[src/common/cpuPkg.sv]
`default_nettype none

package cpuPkg;

    typedef logic [31:0] word_t;
    typedef logic [4:0]  regAddr_t;
    typedef logic [6:0]  opcode_t;
    typedef logic [2:0]  funct3_t;
    typedef logic [6:0]  funct7_t;

    localparam opcode_t OP_REG    = 7'b0110011;
    localparam opcode_t OP_IMM    = 7'b0010011;
    localparam opcode_t OP_LOAD   = 7'b0000011;
    localparam opcode_t OP_STORE  = 7'b0100011;
    localparam opcode_t OP_BRANCH = 7'b1100011;
    localparam opcode_t OP_JAL    = 7'b1101111;
    localparam opcode_t OP_JALR   = 7'b1100111;

    localparam funct3_t F3_ADD_SUB = 3'b000;
    localparam funct3_t F3_SLL     = 3'b001;
    localparam funct3_t F3_SLT     = 3'b010;
    localparam funct3_t F3_SLTU    = 3'b011;
    localparam funct3_t F3_XOR     = 3'b100;
    localparam funct3_t F3_SRL_SRA = 3'b101;
    localparam funct3_t F3_OR      = 3'b110;
    localparam funct3_t F3_AND     = 3'b111;
    localparam funct3_t F3_WORD    = 3'b010; // lw and sw only
    localparam funct3_t F3_BEQ     = 3'b000;
    localparam funct3_t F3_BNE     = 3'b001;
    localparam funct3_t F3_BLT     = 3'b100;
    localparam funct3_t F3_BGE     = 3'b101;
    localparam funct3_t F3_BLTU    = 3'b110;
    localparam funct3_t F3_BGEU    = 3'b111;

    localparam funct7_t F7_ALT = 7'b0100000; // sub and sra

    localparam int REG_COUNT       = 32;
    localparam int DMEM_WORDS      = 256;
    localparam int DMEM_INDEX_BITS = $clog2(DMEM_WORDS);

    typedef enum logic [1:0] {FETCH, DECODE, EXECUTE, WRITEBACK} cpuState_e;

    // Compare codes only drive the condition flag
    typedef enum logic [3:0] {
        ADD, SUB, AND, OR, XOR, SLT, SLTU, SLL, SRL, SRA, EQ, NE, GE, GEU
    } aluOp_e;

    typedef enum logic [1:0] {IMM_I, IMM_S, IMM_B, IMM_J} immKind_e;
    typedef enum logic [1:0] {PC_PLUS4, PC_TARGET, PC_ALU} pcSel_e;
    typedef enum logic [1:0] {WB_ALU, WB_MEM, WB_PC4} wbSel_e;

    typedef struct packed {
        logic     irWrite;
        logic     operandLoad;
        logic     aluSrcImm;
        aluOp_e   aluOp;
        immKind_e immKind;
        logic     resultLoad;
        logic     memWrite;
        logic     regWrite;
        wbSel_e   wbSel;
        logic     pcWrite;
        pcSel_e   pcSel;
    } control_t;

    typedef struct packed {
        logic     enable;
        regAddr_t addr;
        word_t    data;
    } regWrite_t;

endpackage

`default_nettype wire

[src/source/alu.sv]
`timescale 1ns/1ps
`default_nettype none

module alu
    import cpuPkg::*;
(
    input  word_t  a,
    input  word_t  b,
    input  aluOp_e op,
    output word_t  result,
    output logic   condition
);

    logic lessSigned;
    logic lessUnsigned;

    assign lessSigned   = $signed(a) < $signed(b);
    assign lessUnsigned = a < b;

    always_comb begin
        case (op)
            ADD:     result = a + b;
            SUB:     result = a - b;
            AND:     result = a & b;
            OR:      result = a | b;
            XOR:     result = a ^ b;
            SLT:     result = {31'b0, lessSigned};
            SLTU:    result = {31'b0, lessUnsigned};
            SLL:     result = a << b[4:0];
            SRL:     result = a >> b[4:0];
            SRA:     result = word_t'($signed(a) >>> b[4:0]);
            default: result = '0; // Result unused by compares
        endcase
    end

    always_comb begin
        case (op)
            EQ:      condition = (a == b);
            NE:      condition = (a != b);
            SLT:     condition = lessSigned;
            SLTU:    condition = lessUnsigned;
            GE:      condition = !lessSigned;
            GEU:     condition = !lessUnsigned;
            default: condition = 1'b0;
        endcase
    end

endmodule

`default_nettype wire

[src/source/registerFile.sv]
`timescale 1ns/1ps
`default_nettype none

module registerFile
    import cpuPkg::*;
(
    input  logic      clk,
    input  logic      reset,
    input  regAddr_t  rs1Addr,
    input  regAddr_t  rs2Addr,
    output word_t     rs1Data,
    output word_t     rs2Data,
    input  regWrite_t wr
);

    word_t regs [REG_COUNT];

    always_ff @(posedge clk) begin
        if (reset) begin
            for (int i = 0; i < REG_COUNT; i++) begin
                regs[i] <= '0;
            end
        end else if (wr.enable && wr.addr != '0) begin
            regs[wr.addr] <= wr.data;
        end
    end

    // x0 stays zero because the write port skips it
    assign rs1Data = regs[rs1Addr];
    assign rs2Data = regs[rs2Addr];

    assert property (@(posedge clk) disable iff (reset) (rs1Addr == '0) |-> rs1Data == '0);
    assert property (@(posedge clk) disable iff (reset) (rs2Addr == '0) |-> rs2Data == '0);

endmodule

`default_nettype wire

[src/source/immediateGen.sv]
`timescale 1ns/1ps
`default_nettype none

module immediateGen
    import cpuPkg::*;
(
    input  word_t    instr,
    input  immKind_e kind,
    output word_t    imm
);

    logic sign;

    assign sign = instr[31];

    always_comb begin
        case (kind)
            IMM_I:   imm = {{20{sign}}, instr[31:20]}; // Shift amounts pass through too
            IMM_S:   imm = {{20{sign}}, instr[31:25], instr[11:7]};
            IMM_B:   imm = {{19{sign}}, sign, instr[7], instr[30:25], instr[11:8], 1'b0};
            default: imm = {{11{sign}}, sign, instr[19:12], instr[20], instr[30:21], 1'b0};
        endcase
    end

endmodule

`default_nettype wire

[src/source/datapath.sv]
`timescale 1ns/1ps
`default_nettype none

module datapath
    import cpuPkg::*;
(
    input  logic      clk,
    input  logic      reset,
    input  control_t  ctrl,
    input  word_t     instrData,
    output word_t     instrAddr,
    output word_t     instr,
    output logic      branchTaken,
    output word_t     memAddr,
    output word_t     memWData,
    output logic      memWrite,
    input  word_t     memRData,
    output regWrite_t wbPort
);

    word_t pc;
    word_t ir;
    word_t rs1Reg;
    word_t rs2Reg;
    word_t immReg;
    word_t resultReg;
    word_t rs1Data;
    word_t rs2Data;
    word_t imm;
    word_t aluB;
    word_t aluResult;
    logic  aluCondition;
    word_t pcPlus4;
    word_t target;
    word_t nextPc;
    word_t wbData;

    registerFile regFile_i (
        .clk     (clk),
        .reset   (reset),
        .rs1Addr (ir[19:15]),
        .rs2Addr (ir[24:20]),
        .rs1Data (rs1Data),
        .rs2Data (rs2Data),
        .wr      (wbPort)
    );

    immediateGen immGen_i (
        .instr (ir),
        .kind  (ctrl.immKind),
        .imm   (imm)
    );

    alu alu_i (
        .a         (rs1Reg),
        .b         (aluB),
        .op        (ctrl.aluOp),
        .result    (aluResult),
        .condition (aluCondition)
    );

    assign aluB    = ctrl.aluSrcImm ? immReg : rs2Reg;
    assign pcPlus4 = pc + 32'd4;
    assign target  = pc + immReg; // Branch and jal target

    always_comb begin
        case (ctrl.pcSel)
            PC_TARGET: nextPc = target;
            PC_ALU:    nextPc = {resultReg[31:1], 1'b0};
            default:   nextPc = pcPlus4;
        endcase
    end

    always_comb begin
        case (ctrl.wbSel)
            WB_MEM:  wbData = memRData;
            WB_PC4:  wbData = pcPlus4;
            default: wbData = resultReg;
        endcase
    end

    always_ff @(posedge clk) begin
        if (reset) begin
            pc          <= '0;
            ir          <= '0;
            branchTaken <= 1'b0;
        end else begin
            if (ctrl.irWrite) begin
                ir <= instrData;
            end
            if (ctrl.resultLoad) begin
                branchTaken <= aluCondition;
            end
            if (ctrl.pcWrite) begin
                pc <= nextPc;
            end
        end
    end

    always_ff @(posedge clk) begin
        if (ctrl.operandLoad) begin
            rs1Reg <= rs1Data;
            rs2Reg <= rs2Data;
            immReg <= imm;
        end
        if (ctrl.resultLoad) begin
            resultReg <= aluResult;
        end
    end

    assign instrAddr = pc;
    assign instr     = ir;
    assign memAddr   = aluResult; // Load address is read at the EXECUTE edge
    assign memWData  = rs2Reg;
    assign memWrite  = ctrl.memWrite;

    assign wbPort.enable = ctrl.regWrite;
    assign wbPort.addr   = ir[11:7];
    assign wbPort.data   = wbData;

    assert property (@(posedge clk) disable iff (reset) ctrl.pcWrite |=> pc[1:0] == 2'b00);

endmodule

`default_nettype wire

[config.mk]
export PLATFORM = sky130hd
export DESIGN_NAME = datapath
export DESIGN_NICKNAME = d
export VERILOG_FILES = /design/src/common/cpuPkg.sv /design/src/source/alu.sv /design/src/source/registerFile.sv /design/src/source/immediateGen.sv /design/src/source/datapath.sv
export SDC_FILE = /design/constraint.sdc
export NUM_CORES = 2
export LEC_CHECK = 0
export ABC_AREA = 1
export BUFFER_PORTS_ARGS = -buffer_cell sky130_fd_sc_hd__buf_4
export CAP_MARGIN = 0
export CORE_ASPECT_RATIO = 0.9
export CORE_MARGIN = 10
export CORE_UTILIZATION = 30
export CTS_CLUSTER_DIAMETER = 120
export DETAILED_ROUTE_END_ITERATION = 10
export HOLD_SLACK_MARGIN = 0.05
export PLACE_DENSITY = 0.5
export SYNTH_ARGS = -nofsm -noshare
export SYNTH_HDL_FRONTEND = slang
export SYNTH_HIERARCHICAL = 1
export SYNTH_SLANG_ARGS = --single-unit
[constraint.sdc]
create_clock -name clk -period 17.5 [get_ports clk]
set_input_delay 5.25 -clock clk [delete_from_list [all_inputs] [get_ports clk]]
set_output_delay 5.25 -clock clk [all_outputs]
set_load 0.1 [all_outputs]
==> metrics <==
routability cong. 0.997; RR Endpoint regFile_i/regs[26][0]; Period minus WS final 14,770 ps; worst slew pin tran 1370 ps; later-pin clock latency in the skew report 880 ps; HP Class reg -> reg; Netlist Area Pre-Place 78,000 sq um; Tot GR Track Use 26.8%; Critical Path Start ctrl[14]; clock transition at the registers of the reported paths 60 ps; fin cells 14.0k; die area 281,000 sq um; Critical Path AT 9520 ps; Area growth syn-to-layout 10.8%; post-CTS setup buffers 0; setup TNS 0 ps; TritonCTS clock tree yes; Final Max Slew Viols 0; reg2reg start instr[11]; crit end category output pin; synth warn 6; first-pass GRT wire length 550,000 um; routed wire length 395,000 um; top cell type by total area after synthesis edfxtp_1; Post-Synth Simple-Gate Area 39.9%; Comb pwr share 27.5%; Synth Area in XOR/XNOR 0.191%; number of global-route vias before repair 71.7k; EDFF count, synth 1,152; type of the worst setup path in -> out; dpl hpwl 261,000 um; Remaining DRCs 0; final setup fails 0; Seq. cell area 35,900 sq um; pre-CTS setup slack 2940 ps; Post-Syn Area per Cell 7.34 sq um; Synth async-reset ratio 0%; switching portion of total power 38.7%; RSZ-0062 raised after global routing no; Internal Power 5640 uW; post-synthesis mux area share 0.477%; vias post-DR 77.7k; Post-Synthesis Cells 10.6k; status complete, no violations; Initial DRC Count 11.8k; Netlist cell types 67; Num CTS Buffers 157; Fillers 27.2k; Post-DRT Antenna Nets 0; layout cells sized above 1 7.97%; Max FO, Critical Path 36; R2R cell count 6; Max VDD drop 0.0717 mV; Max-Cap Viols 0; sequential power share 38.4%; commonest cells after routing, fill and taps aside nand2_1 (3,895), nand3_1 (1,979), nor2_1 (1,298), edfxtp_1 (1,152), inv_1 (418); largest family of logic cells by synthesized area simple AND/OR/NAND/NOR gates; Slew headroom 7.75%; Final Hold Vio Count 0; total grt overflow 0; DR WL/cell 28.3 um; Die Span X 557 um; Clk pwr share 34.1%; Final Skew 66.8 ps; clk root buf clkbuf_16; Pre-antenna DRT Iters 8; largest cells by area after synthesis edfxtp_1 (44%), nand2_1 (19%), nand3_1 (13%), nor2_1 (6.3%), buf_2 (2.5%); sequential share of the synthesized area 46.0%; # nets final 10.7k; flop and latch count out of synthesis 1,217; Post-Place Cells 13.7k; leakage 0.0369 uW; predominant post-synthesis flop cell edfxtp_1; core area 258,000 sq um; initial antenna violation count 12; Hold-fix buffers, CTS 0; CP endpoint memAddr[25]; Synth Area in Compound Gates 3.64%; CP required 12,250 ps; footprint of the multi-input gates 36,400 sq um; clk sinks 1,217; htree depth 4; proportion of netlist area held by the largest area contributor 44.4%; Tcrit/Tclk final 84.4%; vias per inst 5.57; Post-Synth Adder-Cell Area 2.21%; Max Freq 67.7 MHz; port bufs 248; commonest non-fill, non-tap cell in the layout nand2_1; largest net degree at the start of global routing 174; Startpoint Class input pin; # resized after CTS 0; DIE HEIGHT 504 um; sw power 3560 uW; r2r setup slk 13,120 ps; Worst Setup Slack, final 2730 ps; io pins 251; Starting Density 30.2%; CTS Buffer Depth 4; num rows 177; PD cells 107 nW/um^2; Hold Slack 482 ps
cell usage after synthesis, drive strengths merged, types with 20 or more instances:
| library cell | n |
|---|---|
| nor3 | 51 |
| or2 | 24 |
| mux2 | 31 |
| o21ai | 158 |
| o22ai | 20 |
| dfxtp | 65 |
| a21oi | 287 |
| inv | 454 |
| nand4 | 57 |
| nand2 | 3980 |
| ha | 133 |
| edfxtp | 1152 |
| nand3 | 1983 |
| buf | 540 |
| nor2 | 1318 |
| clkbuf | 254 |
layout make-up:
class                      count  area share (%)
tap                         3401            4.92
timing repair buffer         417            3.75
sequential                  1217            41.6
antenna                        7          0.0203
clock inverter                77           0.659
clock buffer                 195            4.83
multi-input combinational   8189            42.2
inverter                     458            2.06
logic make-up after synthesis:
kind of cell	Yosys count
AOI/OAI and AO/OA	524
buffers and inverters	1252
xor gates and xnor gates	17
DFF	1217
muxes	32
other	1
and+or+nand+nor	7448
adders and majority gates	136
state kept, by name, indices dropped and copies added, names as in the netlist:
| register | flops |
|---|---|
| instr | 32 |
| resultReg | 32 |
| regFile_i/regs | 1024 |
| instrAddr | 32 |
| branchTaken | 1 |
| memWData | 32 |
| immReg | 32 |
| rs1Reg | 32 |
metrics by stage:
stage | utilization, % | total power [uW] | instance area, sq um
after floorplan | - | 5020 | 78100
after global placement | 31.6 | 6050 | 81600
after detailed placement | 31.6 | 6050 | 81600
after CTS | 33.4 | 9180 | 86400
after global routing | 33.4 | 9480 | 86400
final | 33.4 | 9210 | 86400
worst max-delay path, cell delays in order:
cell	delay (ps)
buf_4	420
mux2_2	400
buf_4	250
inv_1	430
buf_4	300
ha_1	390
nor2_1	300
nand4_1	170
nand3_1	370
nand2_1	100
nand2_1	180
nand2_1	100
nand4_1	80
nand3_1	80
nand3_1	260
buf_4	350
routing by layer:
layer	global-route usage (%)	vias to the layer above	share of wire, %
met5	0	-	0.011
met4	11.7	6	5.1
met3	5.46	641	11
met2	39.7	4756	42
met1	37.7	37800	42
li1	-	34500	-
power by group through the flow:
stage	clock network (uW)	logic [uW]	registers (uW)
floorplan	0	1420	3600
global placement	0	2470	3580
detailed placement	0	2470	3580
CTS	3180	2470	3520
global route	3280	2660	3540
finish	3140	2530	3530
worst min path at each step:
| stage | from | endpoint | slack, ps | cells after the start |
|---|---|---|---|---|
| floorplan | resultReg[2] | instrAddr[2] | 530 | 2 |
| global placement | instr[27] | immReg[7] | 460 | 0 |
| detailed placement | instr[27] | immReg[7] | 470 | 0 |
| CTS | instr[25] | immReg[5] | 480 | 0 |
| global route | instr[27] | immReg[7] | 500 | 0 |
| finish | instr[25] | immReg[5] | 480 | 0 |
Power figures use the tool's default switching activity.
