--- src/common/cpuPkg.sv ---
`default_nettype none

package cpuPkg;

    typedef logic [31:0] word_t;
    typedef logic [4:0]  regAddr_t;
    typedef logic [6:0]  opcode_t;
    typedef logic [2:0]  funct3_t;
    typedef logic [6:0]  funct7_t;

    localparam opcode_t OP_REG    = 7'b0110011;
    localparam opcode_t OP_IMM    = 7'b0010011;
    localparam opcode_t OP_LOAD   = 7'b0000011;
    localparam opcode_t OP_STORE  = 7'b0100011;
    localparam opcode_t OP_BRANCH = 7'b1100011;
    localparam opcode_t OP_JAL    = 7'b1101111;
    localparam opcode_t OP_JALR   = 7'b1100111;

    localparam funct3_t F3_ADD_SUB = 3'b000;
    localparam funct3_t F3_SLL     = 3'b001;
    localparam funct3_t F3_SLT     = 3'b010;
    localparam funct3_t F3_SLTU    = 3'b011;
    localparam funct3_t F3_XOR     = 3'b100;
    localparam funct3_t F3_SRL_SRA = 3'b101;
    localparam funct3_t F3_OR      = 3'b110;
    localparam funct3_t F3_AND     = 3'b111;
    localparam funct3_t F3_WORD    = 3'b010; // lw and sw only
    localparam funct3_t F3_BEQ     = 3'b000;
    localparam funct3_t F3_BNE     = 3'b001;
    localparam funct3_t F3_BLT     = 3'b100;
    localparam funct3_t F3_BGE     = 3'b101;
    localparam funct3_t F3_BLTU    = 3'b110;
    localparam funct3_t F3_BGEU    = 3'b111;

    localparam funct7_t F7_ALT = 7'b0100000; // sub and sra

    localparam int REG_COUNT       = 32;
    localparam int DMEM_WORDS      = 256;
    localparam int DMEM_INDEX_BITS = $clog2(DMEM_WORDS);

    typedef enum logic [1:0] {FETCH, DECODE, EXECUTE, WRITEBACK} cpuState_e;

    // Compare codes only drive the condition flag
    typedef enum logic [3:0] {
        ADD, SUB, AND, OR, XOR, SLT, SLTU, SLL, SRL, SRA, EQ, NE, GE, GEU
    } aluOp_e;

    typedef enum logic [1:0] {IMM_I, IMM_S, IMM_B, IMM_J} immKind_e;
    typedef enum logic [1:0] {PC_PLUS4, PC_TARGET, PC_ALU} pcSel_e;
    typedef enum logic [1:0] {WB_ALU, WB_MEM, WB_PC4} wbSel_e;

    typedef struct packed {
        logic     irWrite;
        logic     operandLoad;
        logic     aluSrcImm;
        aluOp_e   aluOp;
        immKind_e immKind;
        logic     resultLoad;
        logic     memWrite;
        logic     regWrite;
        wbSel_e   wbSel;
        logic     pcWrite;
        pcSel_e   pcSel;
    } control_t;

    typedef struct packed {
        logic     enable;
        regAddr_t addr;
        word_t    data;
    } regWrite_t;

endpackage

`default_nettype wire

--- src/control/controlUnit.sv ---
`timescale 1ns/1ps
`default_nettype none

module controlUnit
    import cpuPkg::*;
(
    input  logic     clk,
    input  logic     reset,
    input  word_t    instr,
    input  logic     branchTaken,
    output control_t ctrl,
    output word_t    retired
);

    cpuState_e state;
    opcode_t   opcode;
    funct3_t   funct3;
    funct7_t   funct7;
    aluOp_e    arithOp;   // Shared by register and immediate forms
    aluOp_e    branchOp;
    logic      branchOk;
    aluOp_e    aluOp;
    logic      aluSrcImm;
    immKind_e  immKind;
    wbSel_e    wbSel;
    pcSel_e    nextPc;
    logic      writesRd;
    logic      writesMem;

    assign opcode = instr[6:0];
    assign funct3 = instr[14:12];
    assign funct7 = instr[31:25];

    always_ff @(posedge clk) begin
        if (reset) begin
            state   <= FETCH;
            retired <= '0;
        end else begin
            case (state)
                FETCH:   state <= DECODE;
                DECODE:  state <= EXECUTE;
                EXECUTE: state <= WRITEBACK;
                default: state <= FETCH;
            endcase
            if (state == WRITEBACK) begin
                retired <= retired + 32'd1;
            end
        end
    end

    always_comb begin
        case (funct3)
            F3_ADD_SUB: arithOp = (opcode == OP_REG && funct7 == F7_ALT) ? SUB : ADD;
            F3_SLL:     arithOp = SLL;
            F3_SLT:     arithOp = SLT;
            F3_SLTU:    arithOp = SLTU;
            F3_XOR:     arithOp = XOR;
            F3_SRL_SRA: arithOp = (funct7 == F7_ALT) ? SRA : SRL;
            F3_OR:      arithOp = OR;
            default:    arithOp = AND;
        endcase
    end

    always_comb begin
        branchOk = 1'b1;
        case (funct3)
            F3_BEQ:  branchOp = EQ;
            F3_BNE:  branchOp = NE;
            F3_BLT:  branchOp = SLT;
            F3_BGE:  branchOp = GE;
            F3_BLTU: branchOp = SLTU;
            F3_BGEU: branchOp = GEU;
            default: begin
                branchOp = EQ;
                branchOk = 1'b0; // Reserved encodings fall through as no-op
            end
        endcase
    end

    always_comb begin
        aluOp     = ADD;
        aluSrcImm = 1'b0;
        immKind   = IMM_I;
        wbSel     = WB_ALU;
        nextPc    = PC_PLUS4;
        writesRd  = 1'b0;
        writesMem = 1'b0;
        case (opcode)
            OP_REG: begin
                aluOp    = arithOp;
                writesRd = 1'b1;
            end
            OP_IMM: begin
                aluOp     = arithOp;
                aluSrcImm = 1'b1;
                writesRd  = 1'b1;
            end
            OP_LOAD: begin
                aluSrcImm = 1'b1;
                wbSel     = WB_MEM;
                writesRd  = (funct3 == F3_WORD);
            end
            OP_STORE: begin
                aluSrcImm = 1'b1;
                immKind   = IMM_S;
                writesMem = (funct3 == F3_WORD);
            end
            OP_BRANCH: begin
                aluOp   = branchOp;
                immKind = IMM_B;
                if (branchOk && branchTaken) begin
                    nextPc = PC_TARGET;
                end
            end
            OP_JAL: begin
                immKind  = IMM_J;
                wbSel    = WB_PC4;
                nextPc   = PC_TARGET;
                writesRd = 1'b1;
            end
            OP_JALR: begin
                aluSrcImm = 1'b1;
                wbSel     = WB_PC4;
                nextPc    = PC_ALU; // rs1 + imm from the result register
                writesRd  = 1'b1;
            end
            default: ;
        endcase
    end

    always_comb begin
        ctrl.irWrite     = (state == FETCH);
        ctrl.operandLoad = (state == DECODE);
        ctrl.aluSrcImm   = aluSrcImm;
        ctrl.aluOp       = aluOp;
        ctrl.immKind     = immKind;
        ctrl.resultLoad  = (state == EXECUTE);
        ctrl.memWrite    = (state == EXECUTE) && writesMem;
        ctrl.regWrite    = (state == WRITEBACK) && writesRd;
        ctrl.wbSel       = wbSel;
        ctrl.pcWrite     = (state == WRITEBACK);
        ctrl.pcSel       = nextPc;
    end

    // Write strobes only in the cycle after EXECUTE
    assert property (@(posedge clk) disable iff (reset)
        (ctrl.regWrite || ctrl.pcWrite) |-> $past(ctrl.resultLoad));
    assert property (@(posedge clk) disable iff (reset)
        ctrl.memWrite |-> $past(ctrl.operandLoad));
    assert property (@(posedge clk) disable iff (reset)
        ctrl.memWrite |=> ctrl.pcWrite && !ctrl.regWrite);

endmodule

`default_nettype wire

--- config.mk ---
export PLATFORM = sky130hd
export DESIGN_NAME = controlUnit
export DESIGN_NICKNAME = d
export VERILOG_FILES = /design/src/common/cpuPkg.sv /design/src/control/controlUnit.sv
export SDC_FILE = /design/constraint.sdc
export NUM_CORES = 1
export LEC_CHECK = 0
export BUFFER_PORTS_ARGS = -buffer_cell sky130_fd_sc_hd__buf_2
export CORE_MARGIN = 2
export CORE_UTILIZATION = 46
export CTS_BUF_LIST = sky130_fd_sc_hd__clkbuf_4
export DETAILED_ROUTE_END_ITERATION = 12
export PLACE_DENSITY = 0.78
export SLEW_MARGIN = 10
export SYNTH_ARGS = -nofsm -noshare
export SYNTH_HDL_FRONTEND = slang
export SYNTH_SLANG_ARGS = --single-unit
--- constraint.sdc ---
create_clock -name clk -period 2.4 [get_ports clk]
set_clock_uncertainty 0.05 [all_clocks]
set_input_delay 0.24 -clock clk [delete_from_list [all_inputs] [get_ports clk]]
set_output_delay 0.24 -clock clk [all_outputs]
set_load 0.05 [all_outputs]
==> run summary, run 1 <==
- **run status** completed
- **final cell utilization of the core** 59.3%
- **Core Footprint** 3970 um2
- **half-perimeter wire length after placement** 3130 um
- **final-report max-slew violation count** 0
- **crit-path cells** ha_4 > nand3_1 > or4_1 > or4_1 > a21oi_1
- **crit path max-delay cell type** sky130_fd_sc_hd__or4_1
- **Data arrival, critical path** 2.48 ns
- **setup repair after global routing missed its margin** no
- **first-pass iteration count of the detailed router** 4
- **cell area after synthesis** 1880 um2
- **floorplan die area** 4620 um2
- **maximum ir drop on the vdd rail** 0.000312 V
- **fraction of registers with async set/reset** 0%
- **CTS tree** built
- **worst slew pin tran** 0.604 ns
- **final routed DRC violation total** 0
- **max cap viols** 0
- **detailed-routing wirelength on met1** 1920 um
- **Period Utilization, post-route** 94.2%
- **Min Hold Slack** 0.340 ns
- **all-layer global routing usage** 18.7%
- **worst min-delay path category** in -> reg
- **count of different cell masters after synthesis** 39
- **register-to-register setup slack** 0.14 ns
- **sequential fraction of the synthesis area** 36.1%
- **cell count after synthesis** 232
- **largest net degree at the start of global routing** 35
- **Slew HR** 59.7%
- **detailed-route vias per instance** 5.57
- **count of flip-flops with a built-in enable after synthesis** 0
- **met3 layer wire length in the routed design** 270 um
- **post-synth top area share** 36.1%
- **Synth Net Count** 273
- **hold-fix buffer count after cts** 0
- **first-pass GRT wire length** 6700 um
- **final hold violations** 0
- **clock root buffer master** sky130_fd_sc_hd__clkbuf_4
- **total clock buffers created by CTS** 5
- **DR top layer** met4
- **synthesized area divided by synthesized cell count** 8.12 um2
- **antenna violations before repair** 0
- **Worst Path Class, Setup** reg -> reg
- **kind of end point of the critical path** flop
- **Vert. Die Dim** 68 um
- **sinks on the clock net** 34
- **critical path startpoint category** flop
- **cell types occupying the most area after synthesis** sky130_fd_sc_hd__dfxtp_1, sky130_fd_sc_hd__a21oi_1, sky130_fd_sc_hd__ha_1
- **clock transition at the registers of the reported paths** 0.10 ns
- **GR Overflow Total** 0
- **share of final-layout standard cells stronger than drive strength 1** 29.3%
- **yosys warns** 0
- **post-detailed-route wirelength per cell** 12.3 um
- **largest area contributor in the synthesized netlist** sky130_fd_sc_hd__dfxtp_1
- **Pleak** 0.00103 uW
- **final setup vio count** 0
- **fmax** 442 MHz
- **final RePlAce weighted congestion** 0.760
- **DR iter-0 viols** 81
- **clock latency of the later-clocked register in the worst-skew pair** 0.33 ns
- **Initial Utilization** 47.4%
- **cell area power density** 533 nW/um2
- **floorplan die width** 68 um
- **overall power consumption** 1260 uW
- **vias** 1948
- **most used flip-flop cell after synthesis** sky130_fd_sc_hd__dfxtp_1
- **met2 WL** 2070 um
- **Max Fanout on Critical Path** 8
- **standard-cell row count** 23
- **via count of the first global-routing pass** 1610
- **layout-stage area growth over the synthesis result** 25.0%
- **Port Buffer Count** 68
- **Fin Setup TNS** 0 ns
- **Antenna Cells** 0
- **number of nets with antenna violations after detailed routing** 0
- **count of pins on the block boundary** 84
- **Period minus WS final** 2.26 ns
- **maximum buffer depth of the clock tree** 2
- **flops & latches, synth** 34
- **number of nets in the final layout** 340
- **wire length after detailed routing** 4300 um
- **Top cell by count, worst path** sky130_fd_sc_hd__or4_1
- **worst stage delay on the critical path** 0.61 ns
- **Crit path required time** 2.62 ns
- **CTS H-tree depth** 2
## metal layers
layer | global-route usage (%) | up-vias
met5 | 0 | -
met4 | 6.75 | 0
met3 | 6.09 | 7
met2 | 30.9 | 51
met1 | 22.6 | 904
li1 | - | 986
## kinds of logic after synthesis
kind of cell / Yosys count / synth area share (%)
flops: 34 / 36.1
mux: 1 / 0.531
compound gates: 51 / 15.8
fa+ha+maj: 6 / 3.98
simple gates: 105 / 32.3
xor+xnor: 13 / 6.04
buf+inv: 22 / 5.25
## final timing paths
| check | start | end | depth (start not counted) |
|---|---|---|---|
| worst max-delay path | state[0] | retired[24] | 5 |
| worst min-delay path | reset | retired[14] | 2 |
| worst max register to register | state[0] | retired[24] | 5 |
| worst min register to register | retired[31] | retired[31] | 2 |
## power by group
group	total, uW	internal (uW)	switching, uW
sequential	613	585	27.7
clock	309	121	188
combinational	334	97.4	236
total	1260	804	452
## sequential cells by signal, indices dropped and copies added (netlist names)
register,flops
retired,32
state,2
## cell usage after synthesis, types with 2 or more instances
| master | number |
|---|---|
| sky130_fd_sc_hd__or3_1 | 12 |
| sky130_fd_sc_hd__a21oi_1 | 20 |
| sky130_fd_sc_hd__ha_1 | 6 |
| sky130_fd_sc_hd__and3_1 | 6 |
| sky130_fd_sc_hd__o21ai_0 | 15 |
| sky130_fd_sc_hd__o31ai_1 | 8 |
| sky130_fd_sc_hd__and4_1 | 4 |
| sky130_fd_sc_hd__nor4_1 | 5 |
| sky130_fd_sc_hd__or4_1 | 10 |
| sky130_fd_sc_hd__xor2_1 | 5 |
| sky130_fd_sc_hd__buf_2 | 4 |
| sky130_fd_sc_hd__clkbuf_1 | 8 |
| sky130_fd_sc_hd__nor3_1 | 4 |
| sky130_fd_sc_hd__nor2_1 | 19 |
| sky130_fd_sc_hd__xnor2_1 | 8 |
| sky130_fd_sc_hd__nor2b_1 | 4 |
| sky130_fd_sc_hd__inv_1 | 8 |
| sky130_fd_sc_hd__a21o_1 | 2 |
| sky130_fd_sc_hd__dfxtp_1 | 34 |
| sky130_fd_sc_hd__nand3_1 | 11 |
| sky130_fd_sc_hd__nand2_1 | 16 |
| sky130_fd_sc_hd__nand4_1 | 6 |
## worst max-delay path: cells and delay by family, from the launching register on
| kind | cells | cell delay (ns) |
|---|---|---|
| and+or+nand+nor | 3 | 1.31 |
| AOI/OAI and AO/OA | 1 | 0.16 |
| DFF | 1 | 0.44 |
| adders and majority gates | 1 | 0.23 |
## layout by cell type (no fill, tap or decap), types with 8 or more instances in the layout
cell type | Yosys | final
sky130_fd_sc_hd__buf_2 | 4 | 68
sky130_fd_sc_hd__dfxtp_1 | 34 | 34
sky130_fd_sc_hd__a21oi_1 | 20 | 20
sky130_fd_sc_hd__nor2_1 | 19 | 19
sky130_fd_sc_hd__nand2_1 | 16 | 16
sky130_fd_sc_hd__o21ai_0 | 15 | 15
sky130_fd_sc_hd__or3_1 | 12 | 12
sky130_fd_sc_hd__nand3_1 | 11 | 11
sky130_fd_sc_hd__or4_1 | 10 | 9
sky130_fd_sc_hd__inv_1 | 8 | 8
sky130_fd_sc_hd__xnor2_1 | 8 | 8
sky130_fd_sc_hd__o31ai_1 | 8 | 8
## layout make-up
cell class / instances / area (um2)
tap: 50 / 62.6
clock buffer: 6 / 45.0
clock inverter: 2 / 8.76
timing repair buffer: 74 / 385
fill: 370 / 1620
multi-input combinational: 176 / 1140
inverter: 8 / 30.0
sequential: 34 / 681
## through the flow
stage,cells,cell area (um2),setup WS (ns)
6_report,350,2360,0.140
5_1_grt,350,2360,0.0285
4_1_cts,350,2350,0.114
3_5_place_dp,342,2300,0.138
3_3_place_gp,342,2300,0.192
2_1_floorplan,232,1920,0.0151
## repair_timing
action                     in CTS  in global routing
resized for setup               0                  1
setup endpoints to repair       0                  1
buffers inserted                0                  0
No activity file was read; power rests on OpenSTA's default activity.
==> run 2, diff against run 1 <==
Settings changed: ABC_AREA set to 0, CTS_BUF_LIST sky130_fd_sc_hd__clkbuf_4 to unset.
==> run 2 against run 1 <==
Net effect:
- critical path depth is the same
- sequential power barely moved
- total power rose by 9.4%
- die area unchanged
- worst hold slack improved by 0.057 ns
- design area increased by 1.6%
- largest power group unchanged
- clock power up 38%
==> run summary, run 2 (synthesis gave the netlist of run 1 again) <==
- **first-pass GRT wire length** 6840 um, +2.2%
- **startpoint of the worst register-to-register path** state[0]
- **Min Hold Slack** 0.397 ns, +0.0566 ns
- **setup fix buffers added after clock tree synthesis** 0, unchanged
- **Slew HR** 59.6%, -0.10 points
- **capturing element of the worst setup path** retired[24]
- **clock transition at the registers of the reported paths** 0.06 ns, -0.04 ns
- **run status** completed
- **cell area power density** 574 nW/um2, +7.7%
- **Internal Dissipation** 914 uW, +14%
- **Vert. Die Dim** 68 um, unchanged
- **endpoint of the lowest-slack register-to-register path** retired[24]
- **worst stage delay on the critical path** 0.59 ns, -0.02 ns
- **worst min-delay path category** in -> reg
- **setup repair after global routing missed its margin** no
- **max cap viols** 0, unchanged
- **wire length after detailed routing** 4360 um, +1.2%
- **post-detailed-route wirelength per cell** 12.4 um, +1.2%
- **final RePlAce weighted congestion** 0.760, unchanged
- **fmax** 451 MHz, +1.9%
- **final setup vio count** 0, unchanged
- **Worst Path Class, Setup** reg -> reg
- **count of buffering cells on the critical path with inverters included** 0, unchanged
- **most frequent standard cell in the layout excluding fill and tap cells** sky130_fd_sc_hd__buf_2
- **first-pass iteration count of the detailed router** 4, unchanged
- **final cell utilization of the core** 60.3%, +0.95 points
- **power share of the clock group** 31.0%, +6.4 points
- **vias** 1946, -0.10%
- **sequential group share of total power** 44.7%, -4.1 points
- **final hold violations** 0, unchanged
- **final-report max-slew violation count** 0, unchanged
- **Pleak** 0.00104 uW, +1.5%
- **count of pins on the block boundary** 84, unchanged
- **crit-path cells** ha_4 > nand3_1 > or4_1 > or4_1 > a21oi_1
- **final routed DRC violation total** 0, unchanged
- **share of final-layout standard cells stronger than drive strength 1** 29.3%, unchanged
- **critical path depth in cells** 5, unchanged
- **flip-flop count of the largest register, all copies and words added** 32, unchanged
- **layout-stage area growth over the synthesis result** 27.0%
- **CTS tree** built
- **all-layer global routing usage** 19.1%, +0.41 points
- **CTS H-tree depth** 2, unchanged
- **switching portion of total power** 33.4%, -2.5 points
- **Crit path required time** 2.56 ns, -0.06 ns
- **total clock buffers created by CTS** 5, unchanged
- **net switching power of the design** 460 uW, +1.7%
- **Gates resized, CTS repair** 0, unchanged
- **crit path max-delay cell type** sky130_fd_sc_hd__or4_1
- **floorplan die width** 68 um, unchanged
- **hold-fix buffer count after cts** 0, unchanged
- **floorplan die area** 4620 um2, unchanged
- **largest net degree at the start of global routing** 35, unchanged
- **Fin Setup TNS** 0 ns, unchanged
- **Port Buffer Count** 68, unchanged
- **clock latency of the later-clocked register in the worst-skew pair** 0.28 ns, -0.05 ns
- **first element of the critical path** state[0]
- **top register by number of flip-flops** retired
- **GR Overflow Total** 0, unchanged
- **Core Footprint** 3970 um2, unchanged
- **Max Fanout on Critical Path** 8, unchanged
- **worst slew pin tran** 0.606 ns, +0.00153 ns
- **Antenna Cells** 0, unchanged
- **standard-cell row count** 23, unchanged
- **Data arrival, critical path** 2.38 ns, -0.10 ns
- **reg2reg path depth** 5, unchanged
- **half-perimeter wire length after placement** 3130 um, unchanged
- **number of nets in the final layout** 340, unchanged
- **Top Registers** retired (32), state (2)
- **Top cell by count, worst path** sky130_fd_sc_hd__or4_1
- **leading cell types in the layout, fill and taps excluded** sky130_fd_sc_hd__buf_2, sky130_fd_sc_hd__dfxtp_1, sky130_fd_sc_hd__a21oi_1, sky130_fd_sc_hd__nor2_1, sky130_fd_sc_hd__nand2_1
- **number of nets with antenna violations after detailed routing** 0, unchanged
- **via count of the first global-routing pass** 1610, unchanged
- **maximum ir drop on the vdd rail** 0.000372 V, +19%
- **clock root buffer master** sky130_fd_sc_hd__clkbuf_8
- **Period Utilization, post-route** 92.4%, -1.7 points
- **Period minus WS final** 2.22 ns, -0.0416 ns
- **DR iter-0 viols** 105, +30%
- **kind of end point of the critical path** flop
- **antenna violations before repair** 0, unchanged
- **combinational cell fraction of total power** 24.3%, -2.3 points
- **maximum buffer depth of the clock tree** 2, unchanged
- **Initial Utilization** 47.4%, unchanged
- **dominant delay contributor by cell family on the critical path** simple AND/OR/NAND/NOR gates
- **sinks on the clock net** 34, unchanged
- **detailed-route vias per instance** 5.56, -0.10%
- **critical path startpoint category** flop
- **register-to-register setup slack** 0.18 ns, +0.04 ns
[run 2: changes by cell type in the layout (fill, tap and decap cells not counted)]
| cell | previous run | this run |
|---|---|---|
| sky130_fd_sc_hd__clkbuf_1 | 0 | 1 |
| sky130_fd_sc_hd__clkbuf_4 | 6 | 0 |
| sky130_fd_sc_hd__clkbuf_8 | 0 | 6 |
| sky130_fd_sc_hd__clkinv_1 | 1 | 0 |
[run 2: metal layers]
metal	track usage [%]	part of all wire (%)	up-vias	wire (um)
met4	5.50	0.78	0	34
met1	23.2	44	904	1920
met5	0	0	-	0
li1	-	-	987	-
met2	32.0	49	49	2130
met3	6.41	6.1	6	267
[run 2: power groups by stage]
stage	logic (uW)	registers, uW	clock network (uW)
after floorplan	253	642	0
after global placement	330	626	0
after detailed placement	337	627	0
after CTS	339	615	438
after global routing	363	618	462
final	334	614	426
[run 2: final cells by class]
cell class / instances / area [um2]
fill: 364 / 1580
clock buffer: 7 / 86.3
clock inverter: 1 / 5.00
tap: 50 / 62.6
inverter: 8 / 30.0
timing repair buffer: 74 / 385
sequential: 34 / 681
multi-input combinational: 176 / 1140
[run 2: metrics by stage]
step                      power (uW)  instance area [um2]  std cells  worst slack, ns
final                           1370                 2390        350            0.181
after CTS                       1390                 2390        350            0.120
after global routing            1440                 2390        350           0.0362
after global placement           956                 2300        342            0.192
after floorplan                  896                 1920        232           0.0151
after detailed placement         964                 2300        342            0.138
[run 2: worst min-delay path by stage]
stage	start	to	slack, ns	cells past startpoint
after floorplan	reset	state[1]	0.46	2
after global placement	retired[31]	retired[31]	0.41	2
after detailed placement	retired[31]	retired[31]	0.42	2
after CTS	reset	retired[6]	0.41	2
after global routing	reset	retired[8]	0.44	2
final	reset	retired[14]	0.40	2
